==> src/vga_pkg.sv <==
package vga_pkg;

	// Beam position, wide enough for 2047 pixels or lines
	typedef logic [10:0] pos_t;

	// One DAC channel
	typedef logic [7:0] colour_t;

	typedef enum logic [1:0] {
		PAT_EXTERNAL = 2'd0, // Colour from pixel_color
		PAT_BARS     = 2'd1,
		PAT_CHECKER  = 2'd2,
		PAT_RAMP     = 2'd3
	} pattern_mode_t;

	typedef enum logic [1:0] {
		SCAN_ACTIVE = 2'd0,
		SCAN_FRONT  = 2'd1,
		SCAN_PULSE  = 2'd2,
		SCAN_BACK   = 2'd3
	} scan_state_t;

	typedef struct packed {
		colour_t red;
		colour_t green;
		colour_t blue;
	} rgb_t;

	// Beam position plus the strobes and levels that go with it
	typedef struct packed {
		pos_t x;
		pos_t y;
		logic active;      // Both axes in active video
		logic hsync_n;
		logic vsync_n;
		logic frame_start; // First pixel of a frame
	} beam_t;

endpackage

==> src/vga_dac_output.sv <==
`timescale 1ns/1ps

module vga_dac_output (
	input logic clk_in,
	input logic reset,
	input vga_pkg::beam_t beam_d,
	input vga_pkg::rgb_t colour,
	output logic hsync_n,
	output logic vsync_n,
	output logic blank_n,
	output vga_pkg::colour_t red,
	output vga_pkg::colour_t green,
	output vga_pkg::colour_t blue
);
	import vga_pkg::*;

	rgb_t shown; // Colour after blanking

	// DAC must see black outside active video
	assign shown = beam_d.active ? colour : '0;

	always_ff @(posedge clk_in) begin
		if (reset) begin
			hsync_n <= 1'b1;
			vsync_n <= 1'b1;
			blank_n <= 1'b0;
			red <= '0;
			green <= '0;
			blue <= '0;
		end else begin
			hsync_n <= beam_d.hsync_n;
			vsync_n <= beam_d.vsync_n;
			blank_n <= beam_d.active;
			red <= shown.red;
			green <= shown.green;
			blue <= shown.blue;
		end
	end

	// Pins stay black whenever the DAC is blanked
	assert property (@(posedge clk_in) disable iff (reset)
		!blank_n |-> (red == '0 && green == '0 && blue == '0))
		else $error("vga_dac_output: colour present while blanked");

endmodule

==> src/vga_pixel_source.sv <==
`timescale 1ns/1ps

module vga_pixel_source #(
	parameter int H_ACTIVE = 640
) (
	input logic clk_in,
	input logic reset,
	input vga_pkg::beam_t beam,
	input vga_pkg::pattern_mode_t pattern_mode,
	input vga_pkg::rgb_t pixel_color,
	output vga_pkg::pos_t next_x,
	output vga_pkg::pos_t next_y,
	output vga_pkg::rgb_t colour,
	output vga_pkg::beam_t beam_d
);
	import vga_pkg::*;

	localparam int BAR_W = H_ACTIVE / 8; // Eight bars across the line

	pattern_mode_t mode_q;
	pattern_mode_t mode; // Mode in force for this pixel
	logic [2:0] bar;
	logic check;
	rgb_t pattern_rgb;

	// Coordinates for the external source, zero in blanking
	assign next_x = beam.active ? beam.x : '0;
	assign next_y = beam.active ? beam.y : '0;

	// New mode is picked up on the first pixel of a frame only
	assign mode = beam.frame_start ? pattern_mode : mode_q;

	assign bar = 3'(beam.x / pos_t'(BAR_W));
	assign check = beam.x[5] ^ beam.y[5];

	always_comb begin
		case (mode)
			PAT_BARS: begin
				// White, yellow, cyan, green, magenta, red, blue, black
				pattern_rgb.red = {8{~bar[1]}};
				pattern_rgb.green = {8{~bar[2]}};
				pattern_rgb.blue = {8{~bar[0]}};
			end
			PAT_CHECKER: begin
				pattern_rgb = check ? '1 : '0; // 32 pixel squares
			end
			PAT_RAMP: begin
				pattern_rgb.red = beam.x[7:0];
				pattern_rgb.green = beam.y[7:0];
				pattern_rgb.blue = '0;
			end
			default: begin
				pattern_rgb = pixel_color;
			end
		endcase
	end

	always_ff @(posedge clk_in) begin
		if (reset) begin
			mode_q <= PAT_EXTERNAL;
			beam_d <= '{x: '0, y: '0, active: 1'b0, hsync_n: 1'b1, vsync_n: 1'b1,
				frame_start: 1'b0};
		end else begin
			mode_q <= mode;
			beam_d <= beam; // Stays aligned with colour
		end
	end

	always_ff @(posedge clk_in) begin
		colour <= pattern_rgb;
	end

endmodule

==> src/vga_timing.sv <==
`timescale 1ns/1ps

module vga_timing #(
	parameter int H_ACTIVE = 640,
	parameter int H_FRONT = 16,
	parameter int H_PULSE = 96,
	parameter int H_BACK = 48,
	parameter int V_ACTIVE = 480,
	parameter int V_FRONT = 10,
	parameter int V_PULSE = 2,
	parameter int V_BACK = 33
) (
	input logic clk_in,
	input logic reset,
	output vga_pkg::beam_t beam
);
	import vga_pkg::*;

	scan_state_t h_state;
	scan_state_t h_state_nx;
	scan_state_t v_state;
	scan_state_t v_state_nx;
	pos_t h_count;
	pos_t h_count_nx;
	pos_t v_count;
	pos_t v_count_nx;
	pos_t h_last; // Final count of the current horizontal state
	pos_t v_last;
	logic h_wrap;
	logic v_wrap;
	logic line_end;
	logic active_nx;
	beam_t beam_nx;

	// Last counter value of a state, counts are lengths
	function automatic pos_t last_index(
		scan_state_t s,
		int n_active,
		int n_front,
		int n_pulse,
		int n_back
	);
		int len;
		case (s)
			SCAN_ACTIVE: len = n_active;
			SCAN_FRONT: len = n_front;
			SCAN_PULSE: len = n_pulse;
			default: len = n_back;
		endcase
		return pos_t'(len - 1);
	endfunction

	function automatic scan_state_t step(scan_state_t s);
		scan_state_t nx;
		case (s)
			SCAN_ACTIVE: nx = SCAN_FRONT;
			SCAN_FRONT: nx = SCAN_PULSE;
			SCAN_PULSE: nx = SCAN_BACK;
			default: nx = SCAN_ACTIVE;
		endcase
		return nx;
	endfunction

	always_comb begin
		h_last = last_index(h_state, H_ACTIVE, H_FRONT, H_PULSE, H_BACK);
		v_last = last_index(v_state, V_ACTIVE, V_FRONT, V_PULSE, V_BACK);
		h_wrap = (h_count == h_last);
		v_wrap = (v_count == v_last);
		line_end = h_wrap && (h_state == SCAN_BACK); // Last back porch cycle

		h_state_nx = h_wrap ? step(h_state) : h_state;
		h_count_nx = h_wrap ? '0 : h_count + pos_t'(1);

		v_state_nx = v_state;
		v_count_nx = v_count;
		if (line_end) begin
			v_state_nx = v_wrap ? step(v_state) : v_state;
			v_count_nx = v_wrap ? '0 : v_count + pos_t'(1);
		end
	end

	// Beam fields from the next state, so the beam leaves a flop
	always_comb begin
		active_nx = (h_state_nx == SCAN_ACTIVE) && (v_state_nx == SCAN_ACTIVE);
		beam_nx.x = h_count_nx;
		beam_nx.y = v_count_nx;
		beam_nx.active = active_nx;
		beam_nx.hsync_n = (h_state_nx != SCAN_PULSE);
		beam_nx.vsync_n = (v_state_nx != SCAN_PULSE);
		beam_nx.frame_start = active_nx && (h_count_nx == '0) && (v_count_nx == '0);
	end

	always_ff @(posedge clk_in) begin
		if (reset) begin
			h_state <= SCAN_ACTIVE;
			v_state <= SCAN_ACTIVE;
			h_count <= '0;
			v_count <= '0;
			beam <= '{x: '0, y: '0, active: 1'b1, hsync_n: 1'b1, vsync_n: 1'b1,
				frame_start: 1'b1}; // Matches the reset state
		end else begin
			h_state <= h_state_nx;
			v_state <= v_state_nx;
			h_count <= h_count_nx;
			v_count <= v_count_nx;
			beam <= beam_nx;
		end
	end

	// Counter always wraps before the length of its state
	assert property (@(posedge clk_in) disable iff (reset) h_count <= h_last)
		else $error("vga_timing: horizontal counter past end of state");

	// Vertical machine only moves on a line boundary
	assert property (@(posedge clk_in) disable iff (reset)
		(v_state != $past(v_state)) |-> $past(line_end))
		else $error("vga_timing: vertical state changed inside a line");

endmodule

==> src/vga_top.sv <==
`timescale 1ns/1ps

module vga_top #(
	parameter int H_ACTIVE = 640,
	parameter int H_FRONT = 16,
	parameter int H_PULSE = 96,
	parameter int H_BACK = 48,
	parameter int V_ACTIVE = 480,
	parameter int V_FRONT = 10,
	parameter int V_PULSE = 2,
	parameter int V_BACK = 33
) (
	input logic clk_in, // 25 MHz pixel clock
	input logic reset,
	input vga_pkg::pattern_mode_t pattern_mode,
	input vga_pkg::rgb_t pixel_color,
	output vga_pkg::pos_t next_x,
	output vga_pkg::pos_t next_y,
	output logic hsync_n,
	output logic vsync_n,
	output logic blank_n,
	output vga_pkg::colour_t red,
	output vga_pkg::colour_t green,
	output vga_pkg::colour_t blue
);
	import vga_pkg::*;

	beam_t beam;
	beam_t beam_d; // One cycle behind beam
	rgb_t colour;

	vga_timing #(
		.H_ACTIVE(H_ACTIVE),
		.H_FRONT(H_FRONT),
		.H_PULSE(H_PULSE),
		.H_BACK(H_BACK),
		.V_ACTIVE(V_ACTIVE),
		.V_FRONT(V_FRONT),
		.V_PULSE(V_PULSE),
		.V_BACK(V_BACK)
	) u_timing (
		.clk_in(clk_in),
		.reset(reset),
		.beam(beam)
	);

	vga_pixel_source #(
		.H_ACTIVE(H_ACTIVE)
	) u_pixel_source (
		.clk_in(clk_in),
		.reset(reset),
		.beam(beam),
		.pattern_mode(pattern_mode),
		.pixel_color(pixel_color),
		.next_x(next_x),
		.next_y(next_y),
		.colour(colour),
		.beam_d(beam_d)
	);

	vga_dac_output u_dac_output (
		.clk_in(clk_in),
		.reset(reset),
		.beam_d(beam_d),
		.colour(colour),
		.hsync_n(hsync_n),
		.vsync_n(vsync_n),
		.blank_n(blank_n),
		.red(red),
		.green(green),
		.blue(blue)
	);

endmodule

==> config.mk <==
export PLATFORM = sky130hd
export DESIGN_NAME = vga_top
export DESIGN_NICKNAME = d
export VERILOG_FILES = /design/src/vga_pkg.sv /design/src/vga_dac_output.sv /design/src/vga_pixel_source.sv /design/src/vga_timing.sv /design/src/vga_top.sv
export SDC_FILE = /design/constraint.sdc
export NUM_CORES = 1
export LEC_CHECK = 0
export BUFFER_PORTS_ARGS = -buffer_cell sky130_fd_sc_hd__buf_2
export CAP_MARGIN = 30
export CORE_MARGIN = 2
export CORE_UTILIZATION = 60
export CTS_BUF_LIST = sky130_fd_sc_hd__clkbuf_8 sky130_fd_sc_hd__clkbuf_16
export CTS_CLUSTER_SIZE = 20
export DETAILED_ROUTE_END_ITERATION = 12
export PLACE_DENSITY = 0.83
export SKIP_LAST_GASP = 1
export SYNTH_ARGS = -nofsm -noshare
export SYNTH_HDL_FRONTEND = slang
export SYNTH_HIERARCHICAL = 1
export SYNTH_SLANG_ARGS = --single-unit
export TNS_END_PERCENT = 5
==> constraint.sdc <==
create_clock -name clk_in -period 7.11 [get_ports clk_in]
set_input_delay 0.3555 -clock clk_in [delete_from_list [all_inputs] [get_ports clk_in]]
set_output_delay 0.3555 -clock clk_in [all_outputs]
set_load 0.03 [all_outputs]
* After elaboration in Yosys (flattened, before gate mapping)
Cells that the tools add are included.
** Storage, ports and cells
- Register bits :: 86
- Input bits :: 28
** Cells by class
- Add/sub/neg operators :: 4
- Div/mod/pow operators :: 1
- Eq/ne operators :: 12
- Muxes and demuxes :: 15
- Bitwise gates (word level) :: 5
- Reduce and logical (&&, ||, !) cells :: 11
** Operators by type and width (number)
- 24-bit case mux with 3 select lines :: 1
- 11-bit two-way mux :: 5
- 10-bit case mux with 3 select lines :: 1
- 9-bit case mux with 3 select lines :: 1
- 24-bit two-way mux :: 1
- 11-bit by 1-bit adder with 11-bit output (second input constant) :: 2
- 11-bit equality test :: 2
- 11-bit zero test :: 2
- 2-bit case mux with 3 select lines :: 2
- 11-bit by 7-bit divider with 11-bit output (second input constant) :: 1
- 10-bit by 1-bit subtractor with 11-bit output (second input constant) :: 1
- 2-bit equality test (second input constant) :: 5
- 9-bit by 1-bit subtractor with 10-bit output (second input constant) :: 1
- 2-bit zero test :: 4
- 2-bit two-way mux :: 4
- 2-bit by 1-bit equality test with 1-bit output (second input constant) :: 3
- 1-bit logical AND :: 4
- 2-bit != test (second input constant) :: 2
- 1-bit inverter :: 4
- 2-bit OR reduction :: 1
- 1-bit XOR :: 1

* Logic depth before layout (Yosys ltp)
Gate-level depths: netlist (run 1).
- Depth in word-level cells :: 10
- Mapped depth :: 10
- Gate-level depth less buffers :: 9

* By module
The synthesis (run 1) kept the hierarchy.
** Modules (own cells, without submodules)
- vga_pixel_source :: times used 1, cells an instance 257, area an instance 2447.3 µm², sequential area each 1041.0 µm²
- vga_timing :: times used 1, cells an instance 214, area an instance 1830.5 µm², sequential area each 600.6 µm²
- vga_dac_output :: times used 1, cells an instance 58, area an instance 810.8 µm², sequential area each 540.5 µm²

* Worst setup path before layout (run 1)
No wires, ideal clock.
- Path type :: register to register
- Start :: register u_timing.v_state[0]
- End :: register u_timing/beam[0] (netlist name)
- Library setup time :: 60 ps
- Arrival time :: 2360 ps
- Required time :: 7050 ps
- Setup slack :: 4690 ps
- Cell stages (with the launch flop) :: 10
- Cells stage by stage :: dfxtp_1 inv_1 ha_1 or4_1 mux2i_1 o2111a_2 o21ai_1 a22o_1 a2111oi_2 a41o_1
** On the way
- Longest elaborated chain between the ends :: 10
- Elaborated cells on any way between the ends :: 16
- Classes of those cells :: 1 x add/sub; 3 x eq/ne; 6 x mux; 6 x reduce/logical
** RTL lines
- start, declared :: line vga_timing.sv:21 : scan_state_t v_state;
- start signal, assigned :: line vga_timing.sv:103 : v_state <= v_state_nx;
- 2-bit equality test (tied with other cells) :: line vga_timing.sv:44, vga_timing.sv:55
- 9-bit case mux with 3 select lines :: line vga_timing.sv:44 : case (s)
- 9-bit by 1-bit subtractor with 10-bit output :: line vga_timing.sv:50 : return pos_t'(len - 1);
- 11-bit equality test :: line vga_timing.sv:68 : v_wrap = (v_count == v_last);
- 2-bit two-way mux :: line vga_timing.sv:77 : v_state_nx = v_wrap ? step(v_state) : v_state;
- 2-bit two-way mux :: line vga_timing.sv:76 : if (line_end) begin
- 2-bit zero test :: line vga_timing.sv:84 : active_nx = (h_state_nx == SCAN_ACTIVE) && (v_state_nx == SCAN_ACTIVE);
- 1-bit logical AND :: line vga_timing.sv:84
- 1-bit logical AND :: line vga_timing.sv:90 : beam_nx.frame_start = active_nx && (h_count_nx == '0) && (v_count_nx == '0);
- 1-bit logical AND * :: line vga_timing.sv:90
Mark *: on every way between the ends. The rest lies on a longest branch, timed or not.
A chain may end at the register's enable or synchronous reset.

* Worst setup path in the final report (run 1)
- Start :: register u_timing.v_state[0]
- End :: register u_timing/beam[0] (netlist name)
** On the way
- Longest elaborated chain between the ends :: 10
- Elaborated cells on any way between the ends :: 16
- Classes of those cells :: 1 x add/sub; 3 x eq/ne; 6 x mux; 6 x reduce/logical
** RTL lines (line)
- 2-bit equality test (tied with other cells) :: vga_timing.sv:44, vga_timing.sv:55
- 9-bit case mux with 3 select lines :: vga_timing.sv:44
- 9-bit by 1-bit subtractor with 10-bit output :: vga_timing.sv:50
- 11-bit equality test :: vga_timing.sv:68
- 2-bit two-way mux :: vga_timing.sv:77
- 2-bit two-way mux :: vga_timing.sv:76
- 2-bit zero test :: vga_timing.sv:84
- 1-bit logical AND :: vga_timing.sv:84
- 1-bit logical AND :: vga_timing.sv:90
- 1-bit logical AND * :: vga_timing.sv:90
Marked as above.

==> metrics.txt, run 1 <==
synth warn=6; Final setup viols=0; Worst setup SP type=flop; die extent in y=90.5 um; HPWL Detailed=6730 um; Mapped Cells=482; Pwr per Cell Area=197 nW/um2; worst r2r src=u_timing/v_state[0]; Seq pwr share=53.4%; number of CTS-inserted buffers=9; Worst Path Max Fanout=17; Reg area=1720 um2; max-cap viol count=0; Power Internal=0.723 mW; total power=roughly 0.98 mW; synthesized cell area=4490 um2; Leak=2.25 nW; DIE AREA=8200 um2; crit share post-route=between 40% and 50%; vias in the first global route=between 3,000 and 4,000; Place WS=4.28 ns; combinational group share of total power=10.8%; clk slew on worst S/H paths=0.10 ns; initial antenna violation count=0; clock sinks=86; Core Region=roughly 7300 um2; I/O Buffers=76; critical path type=flop to flop; Total Wirelength=9850 um; clk root buf=clkbuf_8; hold endpoint=u_pixel_source/colour[21]; largest net degree at the start of global routing=52; R2R setup slack=4.25 ns; Post-DRT Antenna Nets=0; Multi-input gate area=2520 um2; switching power=0.260 mW; WHS=0.274 ns; wire length of the first global-routing pass=16,000 um; min Tclk post-route=2.86 ns; total congestion overflow=0; Clock Skews=0.0138 ns; worst endpoint required time=7.40 ns; CTS tree=built; critical path capture point type=flop; Die Wd=approximately 90 um; n_diodes=0; worst slew pin tran=0.958 ns; Worst VDD drop=0.000111 V; Synth Area per Inst=9.32 um2; setup TNS=0 ns; Hold Crit Depth=3; worst-case clock buffer depth=2; total global routing track utilization=roughly a quarter; share of cells above drive strength 1=about a quarter; Fmax=350 MHz; Via density=5.90; Wirelength per Cell=15.4 um; htree depth=3; HP Start=pixel_color[21]; Clock power frac=35.9%; R2R depth=9; outcome=complete, no violations; Vias=3,766; CP startpoint=u_timing/v_state[0]; sw frac=26.4%; number of fillers in the final layout=~610; gpl congestion=0.924; r2r endpoint=u_timing/beam[0]; hold-fix buffers at CTS=0; Rows=31; Remaining DRCs=0; initial drt markers=265; First-pass DRT Iterations=5; final design utilization=68.9%; Worst Path Arrival=3.15 ns; final net count=575; Hold/Removal Path Class=input pin to flop; # Post-CTS Setup Buffers=0; Post-Syn Nets=523; Slew Limit Fails=0; Clk Latency, worst-skew pair=~0.35 ns; Max-slew headroom=a little over a third; CTS resizes=0; starting density of the core=about three fifths; Setup WS post-layout=4.25 ns; IO Count=77; RSZ-0062 raised after global routing=no; Layout Area Growth over Synthesis=11.3%; Final Hold Fails=0
-- power by group through the flow --
stage | combinational [mW] | clock, mW | sequential [mW]
detailed placement | 0.105 | 0 | 0.537
global route | 0.114 | 0.381 | 0.529
CTS | 0.106 | 0.357 | 0.525
floorplan | 0.0637 | 0 | 0.548
global placement | 0.102 | 0 | 0.535
finish | 0.106 | 0.353 | 0.525
-- per-stage QoR --
step                      area [um2]  std cells
after floorplan                 4490        482
after global placement          4800        622
after detailed placement        4800        622
after CTS                       5000        638
after global routing            5000        638
final                           5000        638
-- sequential cells by signal, summed over array words and instances (netlist names) --
| register | count |
|---|---|
| u_pixel_source/colour | 24 |
| u_dac_output/hsync_n | 1 |
| u_dac_output/blue | 8 |
| u_pixel_source/mode_q | 2 |
| u_timing/beam | 4 |
| u_dac_output/red | 8 |
| u_dac_output/vsync_n | 1 |
| u_timing/h_count | 11 |
| u_timing/h_state | 2 |
| u_dac_output/green | 8 |
| u_timing/v_count | 11 |
| u_dac_output/blank_n | 1 |
| u_pixel_source/beam_d | 3 |
| u_timing/v_state | 2 |
-- placed cells by master, fill, tap and decap left out, types with 3 or more instances in the layout --
master and n:
nor2b_1 9, xnor2_1 12, and3_1 15, a211o_1 3, and2_1 24, nor2_1 32, xor2_1 8, nand4_1 5
nand3_1 8, mux2i_1 6, nor3b_1 6, a21oi_1 26, nand2b_1 5, o22ai_1 8, o21ai_1 14, a22oi_1 4
ha_1 13, a221o_1 3, and3b_1 19, nand2_1 26, dfxtp_1 86, or2_2 4, buf_2 76, a22o_1 3
a21boi_0 9, o211ai_1 3, inv_1 11, clkbuf_8 9, and3b_2 7, nand3b_1 4, o21ai_0 9, or2_1 3
nor3_1 4, mux4_2 7
-- worst max path at each step --
stage | to | slack, ns | cells after the start
2_1_floorplan | u_timing/beam[0] | 4.69 | 9
3_3_place_gp | u_timing/beam[0] | 4.42 | 9
3_5_place_dp | u_timing/beam[0] | 4.28 | 9
4_1_cts | u_timing/beam[0] | 4.26 | 9
5_1_grt | u_timing/beam[0] | 4.08 | 9
6_report | u_timing/beam[0] | 4.25 | 9
-- worst max-delay path, cell delays in order, from the launching register on --
cell and delay [ns]:
dfxtp_1 0.45, inv_1 0.12, ha_1 0.25, or4_1 0.51
mux2i_1 0.16, o2111a_2 0.42, o21ai_1 0.12, a22o_1 0.26
a2111oi_2 0.29, a41o_1 0.23
-- routing by layer --
layer | part of all wire (%) | track usage, % | vias to the layer above
met4 | 1.3 | 7.95 | 0
met1 | 44 | 31.2 | 1776
li1 | - | - | 1829
met3 | 6.3 | 4.51 | 15
met5 | 0 | 0 | -
met2 | 49 | 39.0 | 146
-- layout make-up --
class	count	share of cell area [%]
Clock buffer	9	2.48
Multi-Input combinational cell	348	50.4
Tap cell	99	2.48
Sequential cell	86	34.4
Clock inverter	7	1.60
Timing Repair Buffer	77	7.76
Inverter	12	0.901
(Power assumes the default switching activity.)
==> run 2: changes to the inputs <==
--- a/config.mk
+++ b/config.mk
@@ -5,14 +5,15 @@
 export SDC_FILE = /design/constraint.sdc
 export NUM_CORES = 1
 export LEC_CHECK = 0
+export ABC_AREA = 1
 export BUFFER_PORTS_ARGS = -buffer_cell sky130_fd_sc_hd__buf_2
 export CAP_MARGIN = 30
 export CORE_MARGIN = 2
-export CORE_UTILIZATION = 60
+export CORE_UTILIZATION = 58
 export CTS_BUF_LIST = sky130_fd_sc_hd__clkbuf_8 sky130_fd_sc_hd__clkbuf_16
 export CTS_CLUSTER_SIZE = 20
 export DETAILED_ROUTE_END_ITERATION = 12
-export PLACE_DENSITY = 0.83
+export PLACE_DENSITY = 0.81
 export SKIP_LAST_GASP = 1
 export SYNTH_ARGS = -nofsm -noshare
 export SYNTH_HDL_FRONTEND = slang
==> constraint.sdc (replaced) <==
create_clock -name clk_in -period 2.97 [get_ports clk_in]
set_input_delay 0.1485 -clock clk_in [delete_from_list [all_inputs] [get_ports clk_in]]
set_output_delay 0.1485 -clock clk_in [all_outputs]
set_load 0.03 [all_outputs]
==> metrics.txt, run 2 <==
RSZ-0062 raised after global routing=no (unchanged); Reg with most FFs=u_pixel_source/colour (unchanged); # Post-CTS Setup Buffers=0 (unchanged); max reg flops=24 (unchanged); initial antenna violation count=0 (unchanged); First-pass DRT Iterations=5 (unchanged); Hold Crit Depth=3 (unchanged); Clock Skews=0.00995 ns (was 0.0138 ns); gpl congestion=0.929 (was 0.924); Reg area=1720 um2 (unchanged); final design utilization=67.8% (was 68.9%); Worst Path Arrival=2.77 ns (was 3.15 ns); R2R depth=15 (was 9); wire length of the first global-routing pass=18,100 um (was 16,000 um); Fmax=404 MHz (was 350 MHz); area post-placement=5030 um2 (was 4800 um2); critical path capture point type=flop (unchanged); largest registers=u_pixel_source/colour x24, u_timing/h_count x11, u_timing/v_count x11 (unchanged); htree depth=3 (unchanged); synthesized cell area=4610 um2 (was 4490 um2); Via density=5.09 (was 5.90); clk slew on worst S/H paths=0.10 ns (about the same); Remaining DRCs=0 (unchanged); vias in the first global route=4,196 (was 3,356); final net count=798 (was 575); Synth Area per Inst=6.73 um2 (was 9.32 um2); critical path type=flop to flop (unchanged); Mapped Cells=685 (was 482); synth warn=6 (unchanged); worst-case clock buffer depth=2 (unchanged); Rows=32 (was 31); Post-Syn Nets=726 (was 523); die extent in y=93.2 um (was 90.5 um); number of CTS-inserted buffers=9 (unchanged); Clk Latency, worst-skew pair=0.35 ns (about the same); HPWL Detailed=7900 um (was 6730 um); largest net degree at the start of global routing=36 (was 52); clock sinks=86 (unchanged); Multi-input gate area=2260 um2 (was 2520 um2); clk root buf=clkbuf_8 (unchanged); Core Region=7730 um2 (was 7250 um2); crit share post-route=83.3% (was 40.2%); I/O Buffers=76 (unchanged); setup TNS=0 ns (unchanged); Setup WS post-layout=0.496 ns (was 4.25 ns); commonest non-fill, non-tap cell in the layout=nand2_1 (was dfxtp_1); outcome=complete, no violations (unchanged); Hold/Removal Path Class=input pin to flop (unchanged); Pwr per Cell Area=449 nW/um2 (was 197 nW/um2); Total Wirelength=10,800 um (was 9850 um); Die Wd=93.2 um (was 90.5 um); worst slew pin tran=0.763 ns (was 0.958 ns); IO Count=77 (unchanged); DIE AREA=8680 um2 (was 8200 um2); total congestion overflow=0 (unchanged); initial drt markers=247 (was 265); commonest non-fill, non-tap cells in the layout=nand2_1, inv_1, nor2_1, dfxtp_1, buf_2 (was dfxtp_1, buf_2, nor2_1, nand2_1, a21oi_1); total global routing track utilization=25.8% (was 23.7%); Leak=2.84 nW (was 2.25 nW); starting density of the core=59.7% (was 61.9%); Wirelength per Cell=12.5 um (was 15.4 um); Final Hold Fails=0 (unchanged); max-cap viol count=0 (unchanged); Layout Area Growth over Synthesis=13.6% (was 11.3%); Vias=4,401 (was 3,766); Slew Limit Fails=0 (unchanged); CTS tree=built (unchanged); Worst Path Max Fanout=13 (was 17); min Tclk post-route=2.47 ns (was 2.86 ns); worst endpoint required time=3.26 ns (was 7.40 ns); cell area after layout=5240 um2 (was 5000 um2); Worst VDD drop=0.000291 V (was 0.000111 V); Worst setup SP type=flop (unchanged); Final setup viols=0 (unchanged); Place WS=0.574 ns (was 4.28 ns); number of fillers in the final layout=660 (was 609); share of cells above drive strength 1=19.6% (was 23.6%); Post-DRT Antenna Nets=0 (unchanged); Max-slew headroom=49.1% (was 36.1%); total power=2.35 mW (was 0.984 mW); n_diodes=0 (unchanged)
-- run 2: power by group --
part / switching (mW) / internal (mW)
clock network: 0.466 / 0.333
registers: 0.0281 / 1.25
logic: 0.187 / 0.0948
-- run 2: cell type report --
type / instances / share of cell area, %
inverter: 137 / 9.81
timing repair buffer: 81 / 8.02
tap: 102 / 2.43
multi-input combinational: 442 / 43.1
sequential: 86 / 32.8
clock inverter: 7 / 1.46
clock buffer: 9 / 2.36
-- run 2: worst max-delay path, cell delays in order, from the launching register on --
cell and delay (ns):
dfxtp_1 0.41, inv_1 0.14, ha_1 0.27, inv_1 0.13, nand2_1 0.10, nand3_1 0.09
nand2_1 0.08, nor2_2 0.15, nand2_2 0.22, nor2_4 0.24, nand3_1 0.09, nand2_1 0.14
nand3_1 0.12, nor2_1 0.10, nand3_1 0.08, nand2_1 0.06
-- run 2: per-stage QoR --
| stage | instances | hold WS [ns] |
|---|---|---|
| 2_1_floorplan | 685 | 0.255 |
| 3_3_place_gp | 847 | 0.369 |
| 3_5_place_dp | 847 | 0.373 |
| 4_1_cts | 864 | 0.00982 |
| 5_1_grt | 864 | 0.00838 |
| 6_report | 864 | 0.0137 |
-- run 2: path summary, 6_finish.rpt --
path / slack, ns / endpoint / startpoint
worst max-delay path: 0.50 / u_timing/beam[0] / u_timing/h_state[0]
worst min-delay path: 0.01 / u_pixel_source/colour[4] / pixel_color[4]
worst max register to register: 0.50 / u_timing/beam[0] / u_timing/h_state[0]
worst min register to register: 0.40 / u_dac_output/green[1] / u_pixel_source/colour[9]
-- run 2: repair_timing --
action | 4_1_cts | 5_1_grt
resized for setup | 0 | 0
endpoints found under the hold margin | 1 | 0
hold buffers | 1 | 0
-- run 2: metal layers --
metal  vias to the layer above  wire [um]  GRT usage [%]
li1                       2209          -              -
met1                      1994       4700           31.2
met2                       181       5300           46.4
met3                        17        670           4.03
met4                         0        154           8.82
met5                         -          0              0
==> run 3: changes to the inputs <==
--- a/config.mk
+++ b/config.mk
@@ -9,11 +9,11 @@
 export BUFFER_PORTS_ARGS = -buffer_cell sky130_fd_sc_hd__buf_2
 export CAP_MARGIN = 30
 export CORE_MARGIN = 2
-export CORE_UTILIZATION = 58
+export CORE_UTILIZATION = 52
 export CTS_BUF_LIST = sky130_fd_sc_hd__clkbuf_8 sky130_fd_sc_hd__clkbuf_16
 export CTS_CLUSTER_SIZE = 20
 export DETAILED_ROUTE_END_ITERATION = 12
-export PLACE_DENSITY = 0.81
+export PLACE_DENSITY = 0.77
 export SKIP_LAST_GASP = 1
 export SYNTH_ARGS = -nofsm -noshare
 export SYNTH_HDL_FRONTEND = slang
==> constraint.sdc (replaced) <==
create_clock -name clk_in -period 2.2 [get_ports clk_in]
set_input_delay 0.11 -clock clk_in [delete_from_list [all_inputs] [get_ports clk_in]]
set_output_delay 0.11 -clock clk_in [all_outputs]
set_load 0.03 [all_outputs]
==> metrics.txt, run 3 (same netlist as run 2, synthesis figures left out) <==
outcome=complete, no violations (unchanged); non-filler cells, final=915 (was 864); Hold/Removal Path Class=input pin to flop (unchanged); max reg flops=24 (unchanged); largest registers=u_pixel_source/colour x24, u_timing/h_count x11, u_timing/v_count x11 (unchanged); share of cells above drive strength 1=25.2% (was 19.6%); number of CTS-inserted buffers=9 (unchanged); First-pass DRT Iterations=5 (unchanged); Setup WS post-layout=0.0964 ns (was 0.496 ns); worst endpoint required time=2.44 ns (was 3.26 ns); initial antenna violation count=0 (unchanged); Worst VDD drop=0.000348 V (was 0.000291 V); final net count=844 (was 798); RSZ-0062 raised after global routing=yes (was no); Reg with most FFs=u_pixel_source/colour (unchanged); number of fillers in the final layout=723 (was 660); Rows=34 (was 32); setup TNS=0 ns (unchanged); min Tclk post-route=2.10 ns (was 2.47 ns); Die Wd=98.2 um (was 93.2 um); Worst setup SP type=flop (unchanged); total power=3.24 mW (was 2.35 mW); DIE AREA=9640 um2 (was 8680 um2); total global routing track utilization=24.1% (was 25.8%); gpl congestion=0.913 (was 0.929); I/O Buffers=76 (unchanged); IO Count=77 (unchanged); critical path type=flop to flop (unchanged); n_diodes=0 (unchanged); Post-DRT Antenna Nets=0 (unchanged); Worst Path Max Fanout=6 (was 13); vias in the first global route=4,248 (was 4,196); worst r2r src=u_timing/h_state[1] (was u_timing/h_state[0]); Remaining DRCs=0 (unchanged); r2r endpoint=u_timing/beam[0] (unchanged); clock sinks=86 (unchanged); Vias=4,566 (was 4,401); Leak=3.08 nW (was 2.84 nW); Via density=4.99 (was 5.09); htree depth=3 (unchanged); clk root buf=clkbuf_8 (unchanged); initial drt markers=284 (was 247); HP Start=pixel_color[12] (was pixel_color[4]); Final setup viols=0 (unchanged); Place WS=0.00110 ns (was 0.574 ns); CTS tree=built (unchanged); Worst Path Arrival=2.35 ns (was 2.77 ns); worst-case clock buffer depth=2 (unchanged); max-cap viol count=0 (unchanged); clk slew on worst S/H paths=0.09 ns (was 0.10 ns); Core Region=8680 um2 (was 7730 um2); Clk Latency, worst-skew pair=0.35 ns (about the same); R2R depth=17 (was 15); Clock Skews=0.00823 ns (was 0.00995 ns); HPWL Detailed=7910 um (was 7900 um); Wirelength per Cell=13.0 um (was 12.5 um); wire length of the first global-routing pass=19,200 um (was 18,100 um); hold endpoint=u_pixel_source/colour[12] (was u_pixel_source/colour[4]); Cells after DPL=868 (was 847); Fmax=475 MHz (was 404 MHz); R2R setup slack=0.1 ns (was 0.50 ns); Max-slew headroom=57.5% (was 49.1%); Hold Crit Depth=3 (unchanged); commonest non-fill, non-tap cells in the layout=nand2_1, inv_1, nor2_1, dfxtp_1, buf_2 (unchanged); crit share post-route=95.6% (was 83.3%); starting density of the core=53.1% (was 59.7%); Total Wirelength=11,900 um (was 10,800 um); Layout Area Growth over Synthesis=25.4% (was 13.6%); critical path capture point type=flop (unchanged); Pwr per Cell Area=561 nW/um2 (was 449 nW/um2); total congestion overflow=0 (unchanged); Slew Limit Fails=0 (unchanged); commonest non-fill, non-tap cell in the layout=nand2_1 (unchanged); die extent in y=98.2 um (was 93.2 um); Final Hold Fails=0 (unchanged); largest net degree at the start of global routing=36 (unchanged); worst slew pin tran=0.635 ns (was 0.763 ns)
[run 3: area by class of cell]
type | instances | area (um2) | share of cell area, %
multi-input cells | 443 | 2380 | 41.2
repair buffers | 126 | 822 | 14.2
flip-flops and latches | 86 | 1730 | 29.9
well taps | 108 | 135 | 2.34
clock inverters | 6 | 71.3 | 1.23
inverters | 137 | 519 | 8.98
clock buffers | 9 | 124 | 2.14
[run 3: worst max-delay path: stages (launching register included)]
cell	delay (ns)
dfxtp_4	0.36
inv_2	0.10
ha_4	0.16
inv_2	0.05
nand2_1	0.10
nand2_1	0.07
nand2_2	0.08
nand2_2	0.07
nor2_4	0.16
nand2_4	0.11
nor2_2	0.22
nand2_1	0.12
nand2_1	0.07
nor2_1	0.04
nand2_1	0.10
nor2_2	0.05
nand3_1	0.07
nand2_1	0.05
[run 3: worst max-delay path by stage]
stage | startpoint | to | slack (ns) | cells after the start
after floorplan | u_timing/h_state[0] | u_timing/beam[0] | 0.22 | 15
after global placement | u_timing/h_state[1] | u_timing/beam[0] | 0.09 | 15
after detailed placement | u_timing/h_state[1] | u_timing/beam[0] | 0.001 | 14
after CTS | u_timing/h_state[0] | u_timing/beam[0] | 0.01 | 18
after global routing | u_timing/h_state[1] | u_timing/beam[0] | -0.11 | 17
final | u_timing/h_state[1] | u_timing/beam[0] | 0.1 | 17
[run 3: power by group]
group	internal, mW	switching [mW]	total [mW]
combinational	0.161	0.271	0.432
sequential	1.68	0.0353	1.72
clock	0.528	0.568	1.10
total	2.37	0.875	3.24
[run 3: per-stage QoR]
step	hold slack [ns]	util [%]	instance area, um2
after floorplan	0.217	-	4610
after global placement	0.331	59.4	5150
after detailed placement	0.333	59.4	5150
after CTS	0.0116	64.3	5580
after global routing	0.0412	66.6	5780
final	0.0234	66.6	5780
[run 3: timing repair]
action                                  CTS  global route
gates resized for setup                   3            41
pin swaps                                 1            20
endpoints found under the setup margin    1             7
hold buffers                             22             0
hold endpoints to repair                 22             0
cloned                                    1             0
setup buffers                             0             9
[run 3: layer usage]
layer	wire, um	track usage (%)	vias to the layer above
li1	-	-	2304
met1	5030	29.5	2063
met2	5960	43.7	174
met3	717	3.58	25
met5	0	0	-
met4	231	6.85	0
